===== config.mk =====
export PLATFORM = sky130hd
export DESIGN_NAME = restoring_divider
export DESIGN_NICKNAME = d
export VERILOG_FILES = /design/src/hw/alu_pkg.sv /design/src/hw/restoring_divider.sv
export VERILOG_INCLUDE_DIRS = /design/src /design/src/hw
export SDC_FILE = /design/constraint.sdc
export NUM_CORES = 1
export LEC_CHECK = 0
export BUFFER_PORTS_ARGS = -buffer_cell sky130_fd_sc_hd__buf_4
export CORE_ASPECT_RATIO = 0.8
export CORE_MARGIN = 5
export CORE_UTILIZATION = 30
export CTS_CLUSTER_DIAMETER = 200
export CTS_CLUSTER_SIZE = 8
export DETAILED_ROUTE_END_ITERATION = 12
export SLEW_MARGIN = 20
export SYNTH_ARGS = -nofsm -noshare
export SYNTH_HDL_FRONTEND = slang
export SYNTH_SLANG_ARGS = --single-unit
export TNS_END_PERCENT = 20

===== constraint.sdc =====
create_clock -name clk -period 4.8 [get_ports clk]
set_input_delay 0.24 -clock clk [delete_from_list [all_inputs] [get_ports clk]]
set_output_delay 0.24 -clock clk [all_outputs]
set_load 0.03 [all_outputs]

===== src/hw/alu_defs.svh =====
/* ALU shared parameters
   Operand width, shift amount width and divider iteration count */

`ifndef ALU_DEFS_SVH
`define ALU_DEFS_SVH

// Operand width
`define ALU_BITS 32

// Shift amount comes from the low bits of y
`define ALU_SHAMT_BITS 5

// Restoring divider produces one quotient bit per cycle
`define ALU_DIV_ITERS `ALU_BITS
`define ALU_DIV_CNT_BITS 6

`endif


===== src/hw/alu_pkg.sv =====
/* ALU types
   Opcodes, divider states and the request and result structs */

`default_nettype none

`include "alu_defs.svh"

package alu_pkg;

	// Opcode encoding follows the order of the old one-hot control
	typedef enum logic [3:0] {
		OP_ADD = 4'd0,
		OP_SUB = 4'd1,
		OP_MUL = 4'd2,
		OP_DIV = 4'd3,
		OP_SRL = 4'd4,
		OP_SLL = 4'd5,
		OP_ROR = 4'd6,
		OP_ROL = 4'd7,
		OP_AND = 4'd8,
		OP_OR  = 4'd9,
		OP_NEG = 4'd10,
		OP_NOT = 4'd11
	} alu_op_e;

	typedef enum logic [1:0] {
		DIV_IDLE,
		DIV_RUN,
		DIV_DONE
	} div_state_e;

	typedef struct packed {
		alu_op_e               op;
		logic [`ALU_BITS-1:0] x;
		logic [`ALU_BITS-1:0] y;
	} alu_req_t;

	// hi occupies the upper word
	typedef struct packed {
		logic [`ALU_BITS-1:0] hi;
		logic [`ALU_BITS-1:0] lo;
	} alu_res_t;

endpackage

`default_nettype wire


===== src/hw/restoring_divider.sv =====
/* Sequential restoring divider, unsigned
   One quotient bit per cycle; zero divisor gives all ones and x */

`timescale 1ns/1ps
`default_nettype none

`include "alu_defs.svh"

module restoring_divider import alu_pkg::*; (
	input  logic                 clk,
	input  logic                 rst,
	input  logic                 start,
	input  logic [`ALU_BITS-1:0] dividend,
	input  logic [`ALU_BITS-1:0] divisor,
	output logic                 busy,
	output logic                 done,
	output alu_res_t             res
);

	localparam int W = `ALU_BITS;
	localparam logic [`ALU_DIV_CNT_BITS-1:0] LAST =
		`ALU_DIV_CNT_BITS'(`ALU_DIV_ITERS - 1);

	div_state_e                  state_q;
	logic [`ALU_DIV_CNT_BITS-1:0] count_q;
	logic [W-1:0]                rem_q;
	logic [W-1:0]                quo_q;
	logic [W-1:0]                divisor_q;
	logic [W-1:0]                dividend_q;
	logic [W:0]                  r_shift;
	logic [W+1:0]                trial;
	logic                        fits;

	// Next dividend bit enters the partial remainder
	assign r_shift = {rem_q, quo_q[W-1]};
	assign trial   = {1'b0, r_shift} - {2'b00, divisor_q};
	assign fits    = !trial[W+1];
	assign busy    = (state_q != DIV_IDLE);

	// ~~~~~~~~~~~~~~~~~~~~~~~~~~~~~~~~~~~~~~~~~~~~~~~~
	// Control
	// ~~~~~~~~~~~~~~~~~~~~~~~~~~~~~~~~~~~~~~~~~~~~~~~~
	always_ff @(posedge clk) begin
		if (rst) begin
			state_q <= DIV_IDLE;
			count_q <= '0;
			done    <= 1'b0;
		end else begin
			done <= 1'b0;
			case (state_q)
				DIV_IDLE: begin
					count_q <= '0;
					if (start) state_q <= DIV_RUN;
				end
				DIV_RUN: begin
					count_q <= count_q + 1'b1;
					if (count_q == LAST) state_q <= DIV_DONE;
				end
				DIV_DONE: begin
					state_q <= DIV_IDLE;
					done    <= 1'b1;
				end
				default: state_q <= DIV_IDLE;
			endcase
		end
	end

	// ~~~~~~~~~~~~~~~~~~~~~~~~~~~~~~~~~~~~~~~~~~~~~~~~
	// Datapath
	// ~~~~~~~~~~~~~~~~~~~~~~~~~~~~~~~~~~~~~~~~~~~~~~~~
	always_ff @(posedge clk) begin
		if (state_q == DIV_IDLE && start) begin
			rem_q      <= '0;
			quo_q      <= dividend;
			divisor_q  <= divisor;
			dividend_q <= dividend;
		end else if (state_q == DIV_RUN) begin
			rem_q <= fits ? trial[W-1:0] : r_shift[W-1:0];
			quo_q <= {quo_q[W-2:0], fits};
		end else if (state_q == DIV_DONE) begin
			res.lo <= (divisor_q == '0) ? '1 : quo_q;
			res.hi <= (divisor_q == '0) ? dividend_q : rem_q;
		end
	end

	// Issuing side must hold off while a divide is running
	a_no_start_busy: assert property (@(posedge clk) disable iff (rst) start |-> !busy);

endmodule

`default_nettype wire


Word level (Yosys, flattened, before mapping)
Cells that the tools add are included.
- register bits: 201
- output and inout port bits: 66
- logic and storage cells: 36
- add/subtract/negate cells: 2
- equality and inequality tests: 5
- muxes and demuxes: 9
- bitwise logic cells: 2
- reduce and logical (&&, ||, !) cells: 9
- operator list (kind ; number):
    2-to-1 mux 32 bit ; 4
    subtractor 33 x 32 -> 34 bit ; 1
    logical NOT 32 bit ; 1
    one-hot mux 6 bit (2 select lines) ; 1
    adder 6 x 1 -> 6 bit, second input constant ; 1
    == test 6 x 5 -> 1 bit, second input constant ; 1
    nonzero test 2 bit ; 3
    2-to-1 mux 2 bit ; 2
    inequality test 2 bit, second input constant ; 2
    one-hot mux 2 bit (2 select lines) ; 1
    AND reduction 3 bit ; 1
    == test 2 x 1 -> 1 bit, second input constant ; 1
    == test 2 bit, second input constant ; 1
    logical NOT 2 bit ; 1
    NOT 1 bit ; 2
    AND reduction 2 bit ; 1
    logical AND 1 bit ; 1
    logical NOT 1 bit ; 1
    2-to-1 mux 1 bit ; 1

Logic depth before layout (Yosys ltp)
Gate-level depths: netlist (run 1).
- word-level depth: 4
- gate-level depth with buffers: 13
- gate-level depth less buffers: 13

Least setup slack after synthesis (run 1)
No wires, ideal clock.
- kind: register to register
- start: reg state_q[1]
- end: reg res[0] in the netlist's numbering, enable pin
- library setup time: 495 ps
- data arrival time: 3331 ps
- data required time: 4305 ps
- setup slack: 974 ps
- stages on the path, launching flop included: 3
- path buffers: 1
- clock period less this slack: 3826 ps
- path through: dfxtp_1 > buf_2 > nor2b_1
- longest elaborated chain between the ends: 4
- elaborated cells on any way between the ends: 7
- RTL lines (what ; line ; text):
    start, declared ; restoring_divider.sv:24 ; div_state_e state_q;
    start signal, assigned ; restoring_divider.sv:45 ; state_q <= DIV_IDLE;
    start signal, assigned ; restoring_divider.sv:53 ; if (start) state_q <= DIV_RUN;
    start signal, assigned ; restoring_divider.sv:57 ; if (count_q == LAST) state_q <= DIV_DONE;
    logical NOT 2 bit ; restoring_divider.sv:72 ; if (state_q == DIV_IDLE && start) begin
    logical AND 1 bit ; restoring_divider.sv:72 ;
    NOT 1 bit (no line) ; n/a ;
    AND reduction 3 bit (no line) * ; n/a ;
    end, declared ; restoring_divider.sv:17 ; output alu_res_t res
Every way passes the cells marked *; elsewhere a longest branch is shown, timed or not.
A chain may end at the register's enable or synchronous reset.

Worst setup path in the final report (run 1)
- start: reg quo_q[31]
- end: reg rem_q[30]
- longest elaborated chain between the ends: 2
- RTL lines (what ; line ; text):
    start, declared ; restoring_divider.sv:27 ; logic [W-1:0] quo_q;
    start signal, assigned ; restoring_divider.sv:74 ; quo_q <= dividend;
    start signal, assigned ; restoring_divider.sv:79 ; quo_q <= {quo_q[W-2:0], fits};
    subtractor 33 x 32 -> 34 bit ; restoring_divider.sv:36 ; assign trial = {1'b0, r_shift} - {2'b00, divisor_q};
    2-to-1 mux 32 bit ; restoring_divider.sv:78 ; rem_q <= fits ? trial[W-1:0] : r_shift[W-1:0];
    end signal, assigned ; restoring_divider.sv:78 ;
    end, declared ; restoring_divider.sv:26 ; logic [W-1:0] rem_q;
No other way between the ends.

==> results of run 1 <==
## stage by stage
stage               hold slack, ps  setup slack [ps]
detailed placement           419.8              1609
CTS                          390.2              1563
floorplan                    338.9             974.2
finish                       388.5              1445
global placement             420.1              1585
global route                 402.9              1383
## power groups by stage
stage,clock [mW],combinational [mW],sequential (mW)
2_1_floorplan,0,1.22,2.26
3_3_place_gp,0,1.53,2.36
3_5_place_dp,0,1.54,2.36
4_1_cts,1.93,1.59,2.33
5_1_grt,2.02,1.77,2.35
6_report,1.89,1.60,2.33
## critical path, cell delays in order (launching register included)
cell      delay, ps
edfxtp_1        410
inv_1           110
ha_1            200
inv_1            60
fa_1            420
a211oi_1        400
o21a_1          230
o211ai_1        130
a21oi_1         400
a211oi_2        140
nor2_1          290
o311ai_2        160
xnor2_1         200
o21ai_1          90
## timing repair
action	4_1_cts	5_1_grt
endpoints found under the hold margin	85	0
setup buffers	0	0
endpoints found under the setup margin	0	0
hold buffers	65	0
## Yosys cell counts, drive strengths merged (6+ instances only)
cell type  number  area share (%)
nor3            6            0.32
or2            32             2.2
o21a            7            0.57
edfxtp        160              52
nor2b           7            0.47
a21o           18             1.5
ha             33             4.4
nor2           20            0.81
mux2           63             7.6
mux2i          14             1.5
clkbuf         14            0.57
o21ai          45             2.6
nor4            9            0.61
nand3          13            0.75
nand2          39             1.7
dfxtp          41             8.8
xor2            8            0.75
a32oi          10            0.94
xnor2          20             1.9
a21oi          51             2.8
buf            10            0.66
inv            45             1.8
## sequential cells by signal, summed over array words and instances (netlist names)
signal,count
res,64
dividend_q,32
divisor_q,32
quo_q,32
rem_q,32
count_q,6
state_q,2
done,1
## layer usage
layer / track usage (%) / up-vias
li1: - / 3106
met1: 21.89 / 3077
met2: 20.56 / 172
met3: 3.384 / 25
met4: 2.718 / 0
met5: 0 / -
## layout make-up
cell class	instances	area [um^2]	share of cell area (%)
Clock buffer	51	808.3	6.606
Clock inverter	2	28.78	0.2352
Inverter	46	173.9	1.421
Multi-Input combinational cell	447	3388	27.69
Sequential cell	201	5625	45.98
Tap cell	413	516.7	4.223
Timing Repair Buffer	204	1694	13.85
## worst paths after layout
check / from / to / slack, ps / cells past startpoint
setup / recovery: quo_q[31] / rem_q[30] / 1450 / 13
hold / removal: start / rem_q[11] / 390 / 4
setup reg to reg: quo_q[31] / rem_q[30] / 1450 / 13
hold reg to reg: rem_q[7] / rem_q[7] / 490 / 2
## kinds of logic (layout without fill, tap and decap cells)
family	Yosys count	count (layout)	synth area share, %
flops	201	201	60.60
mux	77	77	9.152
buf+inv	70	303	3.087
fa+ha+maj	34	34	4.664
simple gates	144	144	8.141
xor+xnor	28	28	2.642
compound gates	164	164	11.71
==> impl_metrics.csv, run 1 <==
group,metric,value,unit
power,p_switching,1.845,mW
setup_path,crit_arrival,3790,ps
drt,drt_iter0_markers,345,
drt,ant_nets,0,
power,sw_frac_of_total,31.67,%
timing,maxSlewViolCount,0,
status,run_status,"finished, final reports clean",
power,ir_drop,0.0002448,V
global_route,grt_usage,14.26,%
finish,final_nets,1030,
synth,synth_nets,819,
power,seqPwrFrac,40.1,%
die,io_pins,133,
clocking,clkLatencyLatePin,560,ps
placement,dp_hpwl,17460,um
placement,gp_congestion,0.9027,
timing,setup_viol,0,
power,totalPowerFinal,5.825,mW
worst_hold_path,hold_path.class,"input port to flip-flop",
setup_path,cp-start-kind,"flip-flop",
finish,areaGrowthSynthToFinish,31.81,%
timing,slew_headroom,46.48,%
timing,tns,0,ps
timing,skew,20.65,ps
timing,clock.fmax,0.2981,GHz
setup_path,endpoint_kind,"flip-flop",
timing,hold_viol,0,
drt,wl_met1,12650,um
die,die_area,34580,um^2
global_route,antenna_found_initial,0,
drt,topRoutingLayerUsed,"met4",
power,power.density,476.1,nW/um^2
clocking,ctsLongestPathBuffers,3,
die,start_util,30.48,%
synth,yosysWarnings,0,
finish,finish.utilization,40.18,%
power,power_frac_clock,32.4,%
drt,wl_met3,1529,um
die,row_count,57,
global_route,overflow,0,
drt,viasPerCell,4.677,
timing,finalCritPeriodShare,69.89,%
drt,route.detailed.drc,0,
run,max_cap_viol_count,0,
drt,wirelength,25090,um
placement,dp_cells,1246,
clocking,cts_tree,"yes",
finish,fill_cells,2884,
drt,drt-pass1-iter-count,4,
synth,syn_inst,718,
clocking,clk_pin_slew_worst_paths,60,ps
synth,synthDistinctLibCells,65,
finish,final_cell_area,12240,um^2
timing,rsz0062_at_grt,"no",
drt,num_vias,6380,
clocking,cts_sinks,201,
drt,avgRoutedWirePerCell,18.39,um
synth,synth.avg_cell_area,12.93,um^2
die,fp.dieW,206.7,um
finish,layout-drive-gt1-share,29.97,%
timing,worst_pin_slew,801.0,ps
global_route,grt_max_degree,51,
finish,final_cell_mix,"edfxtp_1 (160), buf_4 (139), dlygate4sd3_1 (65)",
power,leakage,4.803,nW
setup_path,crit_required,5230,ps
power,p_int,3.980,mW
synth,synth_edf_count,160,
die,core_area,30450,um^2
synth,yosys_register_bits,201,
global_route,first_global_vias,6503,
drt,wl_met2,10520,um
synth,netlist_area,9283,um^2
synth,ys.flop_type,"edfxtp_1",
global_route,grt_pass1_wl,38920,um
finish,n_antenna_cell,0,
synth,async_reset_ff_share,0,%
synth,ys_seq_area_share,60.60,%
power,pwr-share-comb,27.5,%
timing,min_period,3355,ps
clocking,numCtsBuffers,29,
placement,dpl_cell_area,10750,um^2
clocking,cts_resized,0,
setup_path,critPathKind,"flip-flop to flip-flop",
clocking,root_buffer,"clkbuf_16",
clocking,cts-htree-levels,1,
finish,final_cells,1364,
placement,io_buffers,132,
finish,final_common_cell,"edfxtp_1",
die,die_h,167.3,um
setup_path,crit_fanout,4,
Note: power is estimated with default switching activity, not from simulation.
==> run 2, diff against run 1 <==
clock period = 3.25 ns   (was 4.8 ns; I/O delays follow)
==> run 2 against run 1 <==
Utilization grew 0.48 points. Cell area is 1.2% higher. Sequential share of layout area is 0.54 points lower. Largest power group unchanged. Wire length decreased by 0.37%. Non-clock buffer count grew 12. Combinational power grew 51%. Critical path type unchanged. Clock-buffer cell count increased by 1. Via count increased by 1.1%. Clock skew fell by 6.3 ps. Final cell count rose by 1.0%. Fmax increased by 14%. Critical path depth shrank 1.
==> impl_metrics.csv, run 2 (synthesized netlist as in run 1, its figures left out) <==
group,metric,value,unit
status,run_status,"finished, final reports clean",
power,power_frac_clock,32.2,%
finish,finish.utilization,40.65,%
setup_path,endpoint_kind,"flip-flop",
worst_hold_path,hold_path.class,"input port to flip-flop",
die,start_util,30.48,%
global_route,grt_max_degree,33,
clocking,numCtsBuffers,29,
finish,register_area,5625,um^2
finish,areaGrowthSynthToFinish,33.37,%
drt,wirelength,24990,um
drt,drt_iter0_markers,343,
setup_path,crit_required,3670,ps
finish,layout-drive-gt1-share,30.71,%
power,power.density,700.5,nW/um^2
die,die_h,167.3,um
setup_path,slowest_stage,"fa_1",
clocking,cts_tree,"yes",
drt,ant_nets,0,
setup_path,crit_chain,"inv_1 > ha_1 > inv_1 > fa_1 > a211oi_1 > o21a_1 > o211ai_1 > a21oi_1 > a2111oi_2 > a211oi_1 > xor2_1 > o21ai_0",
die,fp.dieW,206.7,um
timing,worst_pin_slew,827.3,ps
drt,route.detailed.drc,0,
finish,final_cell_mix,"edfxtp_1 (160), buf_4 (147), dlygate4sd3_1 (65)",
clocking,cts-htree-levels,1,
drt,drt-pass1-iter-count,5,
global_route,antenna_found_initial,1,
timing,hold_viol,0,
setup_path,crit_arrival,3350,ps
timing,maxSlewViolCount,0,
clocking,clk_pin_slew_worst_paths,60,ps
placement,io_buffers,132,
finish,final_common_cell,"edfxtp_1",
power,sw_frac_of_total,31.58,%
drt,num_vias,6451,
power,totalPowerFinal,8.673,mW
finish,largest-register,"res",
setup_path,critPathKind,"flip-flop to flip-flop",
timing,skew,14.40,ps
placement,dp_hpwl,17520,um
clocking,clkLatencyLatePin,550,ps
power,p_int,5.934,mW
setup_path,cp-start-kind,"flip-flop",
finish,largest_reg_flops,64,
clocking,cts_resized,0,
setup_path,critPathMaxStageDelay,420,ps
power,leakage,4.878,nW
finish,final_nets,1042,
clocking,root_buffer,"clkbuf_16",
clocking,cts_sinks,201,
finish,multi_input_area,3386,um^2
run,max_cap_viol_count,0,
placement,gp_congestion,0.8853,
die,io_pins,133,
drt,viasPerCell,4.681,
timing,rsz0062_at_grt,"no",
timing,min_period,2932,ps
timing,setup_viol,0,
finish,fill_cells,2906,
die,core_area,30450,um^2
timing,finalCritPeriodShare,90.21,%
die,die_area,34580,um^2
power,ir_drop,0.0003604,V
power,pwr-share-comb,27.8,%
die,row_count,57,
global_route,grt_usage,14.24,%
timing,slew_headroom,44.73,%
global_route,grt_pass1_wl,38940,um
timing,clock.fmax,0.3411,GHz
setup_path,crit_fanout,4,
power,seqPwrFrac,39.9,%
clocking,cts_hold_buf,65,
power,p_switching,2.739,mW
clocking,ctsLongestPathBuffers,3,
drt,avgRoutedWirePerCell,18.14,um
global_route,overflow,0,
global_route,first_global_vias,6641,
clocking,cts_setup_buffers,0,
[run 2: through the flow]
step	TNS, ps	worst slack, ps	hold slack (ps)	instance area, um^2	std cells
after floorplan	-13500	-431.1	261.4	9285	718
after global placement	0	377.6	342.2	10890	1258
after detailed placement	0	319.3	342.2	10890	1258
after CTS	0	312.2	301.7	12380	1377
after global routing	0	43.40	326.4	12380	1378
final	0	318.2	327.0	12380	1378
[run 2: cell type report]
type / count / share of cell area (%)
Sequential cell: 201 / 45.44
Multi-Input combinational cell: 447 / 27.35
Timing Repair Buffer: 216 / 14.82
Clock buffer: 52 / 6.559
Tap cell: 413 / 4.174
Inverter: 46 / 1.415
Clock inverter: 2 / 0.2324
Antenna cell: 1 / 0.02021
[run 2: final timing paths]
path         depth (start not counted)         to  slack, ps      start
max                                 12  rem_q[26]        320  quo_q[31]
min                                  4  rem_q[18]        330      start
max reg2reg                         12  rem_q[26]        320  quo_q[31]
min reg2reg                          2  rem_q[31]        480  rem_q[31]
[run 2: layer usage]
layer / wire length (um) / global-route usage [%]
met1: 12140 / 20.77
met2: 10620 / 20.81
met3: 1595 / 3.925
met4: 635 / 3.846
met5: 0 / 0
[run 2: power groups by stage]
| stage | clock network, mW | registers, mW | logic [mW] |
|---|---|---|---|
| 2_1_floorplan | 0 | 3.34 | 1.81 |
| 3_3_place_gp | 0 | 3.51 | 2.31 |
| 3_5_place_dp | 0 | 3.50 | 2.32 |
| 4_1_cts | 2.87 | 3.46 | 2.40 |
| 5_1_grt | 2.99 | 3.49 | 2.66 |
| 6_report | 2.80 | 3.46 | 2.41 |
[run 2: worst max-delay path, delay by kind of cell, from the launching register on]
| family | cells | cell delay [ps] |
|---|---|---|
| fa+ha+maj | 2 | 580 |
| buf+inv | 2 | 130 |
| xor+xnor | 1 | 170 |
| compound gates | 7 | 1530 |
| flops | 1 | 380 |
==> run 3, diff against run 2 <==
ABC_CLOCK_PERIOD_IN_PS = 3250   (was default)
CORE_ASPECT_RATIO = default   (was 0.8)
SLEW_MARGIN = 10   (was 20)
==> run 3 against run 2 <==
Hold slack got worse by 11 ps. Final cell count decreased by 1.7%. Clock skew grew 3.8 ps. Register-to-register slack got worse by 96 ps. Largest power group unchanged. Highest routed layer unchanged.
==> impl_metrics.csv, run 3 (synthesized netlist as in run 1, its figures left out) <==
group,metric,value,unit
timing,rsz0062_at_grt,"no",
setup_path,crit_arrival,3440,ps
power,ir_drop,0.0004289,V
drt,route.detailed.drc,0,
global_route,overflow,0,
global_route,grt_usage,13.85,%
timing,tns,0,ps
timing,min_period,3027,ps
clocking,clk_pin_slew_worst_paths,50,ps
power,power.density,699.0,nW/um^2
die,fp.dieW,185.9,um
setup_path,slowest_stage,"fa_1",
worst_hold_path,hold_path.class,"input port to flip-flop",
setup_path,critPathKind,"flip-flop to flip-flop",
global_route,grt_max_degree,63,
placement,dp_hpwl,17040,um
clocking,cts_sinks,201,
drt,drt_iter0_markers,378,
global_route,first_global_vias,6717,
clocking,clkLatencyLatePin,530,ps
finish,areaGrowthSynthToFinish,32.34,%
setup_path,crit_fanout,4,
drt,viasPerCell,4.779,
power,p_switching,2.690,mW
timing,setup_viol,0,
clocking,cts_resized,0,
power,power_frac_clock,31.9,%
clocking,numCtsBuffers,29,
global_route,grt_pass1_wl,37580,um
power,p_int,5.897,mW
die,die_h,185.9,um
finish,largest-register,"res",
setup_path,crit_path_frequent_cell,"inv_1",
finish,final_cell_mix,"edfxtp_1 (160), buf_4 (146), dlygate4sd3_1 (65)",
timing,finalCritPeriodShare,93.15,%
finish,final_cells,1355,
setup_path,cp-start-kind,"flip-flop",
setup_path,crit_chain,"inv_1 > ha_1 > inv_1 > fa_1 > a211oi_1 > o21a_1 > o211ai_1 > a21oi_1 > a211oi_2 > nor2_1 > o311ai_2 > xnor2_1 > o21ai_1",
finish,final_cell_area,12280,um^2
die,io_pins,133,
die,start_util,30.35,%
power,pwr-share-comb,28.1,%
timing,skew,18.19,ps
clocking,ctsLongestPathBuffers,3,
finish,final_common_cell,"edfxtp_1",
setup_path,crit_required,3660,ps
global_route,antenna_found_initial,0,
drt,num_vias,6476,
power,leakage,4.844,nW
placement,gp_congestion,0.8883,
timing,clock.fmax,0.3303,GHz
die,die_area,34560,um^2
finish,largest_reg_flops,64,
power,sw_frac_of_total,31.32,%
timing,slew_headroom,23.51,%
drt,wirelength,24290,um
clocking,root_buffer,"clkbuf_16",
drt,avgRoutedWirePerCell,17.93,um
run,max_cap_viol_count,0,
power,totalPowerFinal,8.587,mW
setup_path,endpoint_kind,"flip-flop",
drt,ant_nets,0,
setup_path,r2r_slack,220,ps
placement,dpl_cell_area,10820,um^2
setup_path,critPathMaxStageDelay,420,ps
die,core_area,30590,um^2
placement,dp_cells,1238,
drt,drt-pass1-iter-count,5,
clocking,cts_tree,"yes",
timing,holdWs,315.5,ps
status,run_status,"finished, final reports clean",
finish,final_nets,1039,
timing,hold_viol,0,
placement,io_buffers,132,
die,row_count,64,
timing,maxSlewViolCount,0,
timing,worst_pin_slew,1147,ps
clocking,cts-htree-levels,1,
finish,layout-drive-gt1-share,30.45,%
finish,n_antenna_cell,0,
power,seqPwrFrac,40.1,%
==> run 3: final timing paths <==
path / from / endpoint / depth (start not counted)
max reg2reg: quo_q[31] / rem_q[30] / 13
min reg2reg: rem_q[31] / rem_q[31] / 2
max: quo_q[31] / rem_q[30] / 13
min: start / rem_q[18] / 4
==> run 3: per-stage QoR <==
step	utilization (%)	worst slack, ps
final	40.16	222.6
after global routing	40.16	44.14
after CTS	40.16	226.0
after detailed placement	35.36	235.3
after global placement	35.36	198.2
after floorplan	-	-431.1
==> run 3: layer usage <==
metal | routed length [um] | global-route usage, % | vias to the layer above | part of all wire, %
li1 | - | - | 3123 | -
met1 | 10940 | 18.81 | 3127 | 45
met2 | 11150 | 22.10 | 188 | 46
met3 | 1686 | 3.674 | 38 | 6.9
met4 | 514 | 3.585 | 0 | 2.1
met5 | 0 | 0 | - | 0
==> run 3: what timing repair did <==
action | CTS | global route
hold buffers | 65 | 0
setup buffers | 0 | 0
hold endpoints to repair | 105 | 0
==> run 3: critical path, delay by kind of cell, from the launching register on <==
family          cells  cell delay (ps)
compound gates      7             1370
xor+xnor            1              170
fa+ha+maj           2              590
buf+inv             2              160
flops               1              400
simple gates        1              240
==> run 3: area by class of cell <==
class,count,area (um^2)
sequential,201,5625
clock inverter,1,8.758
tap,396,495.5
clock buffer,51,808.3
timing repair buffer,213,1787
multi-input combinational,447,3386
inverter,46,173.9
fill,2895,18310
==> run 3: power groups by stage <==
stage / sequential (mW) / combinational [mW] / clock [mW]
floorplan: 3.34 / 1.81 / 0
global placement: 3.49 / 2.30 / 0
detailed placement: 3.48 / 2.32 / 0
CTS: 3.44 / 2.40 / 2.81
global route: 3.47 / 2.67 / 2.94
finish: 3.44 / 2.41 / 2.74
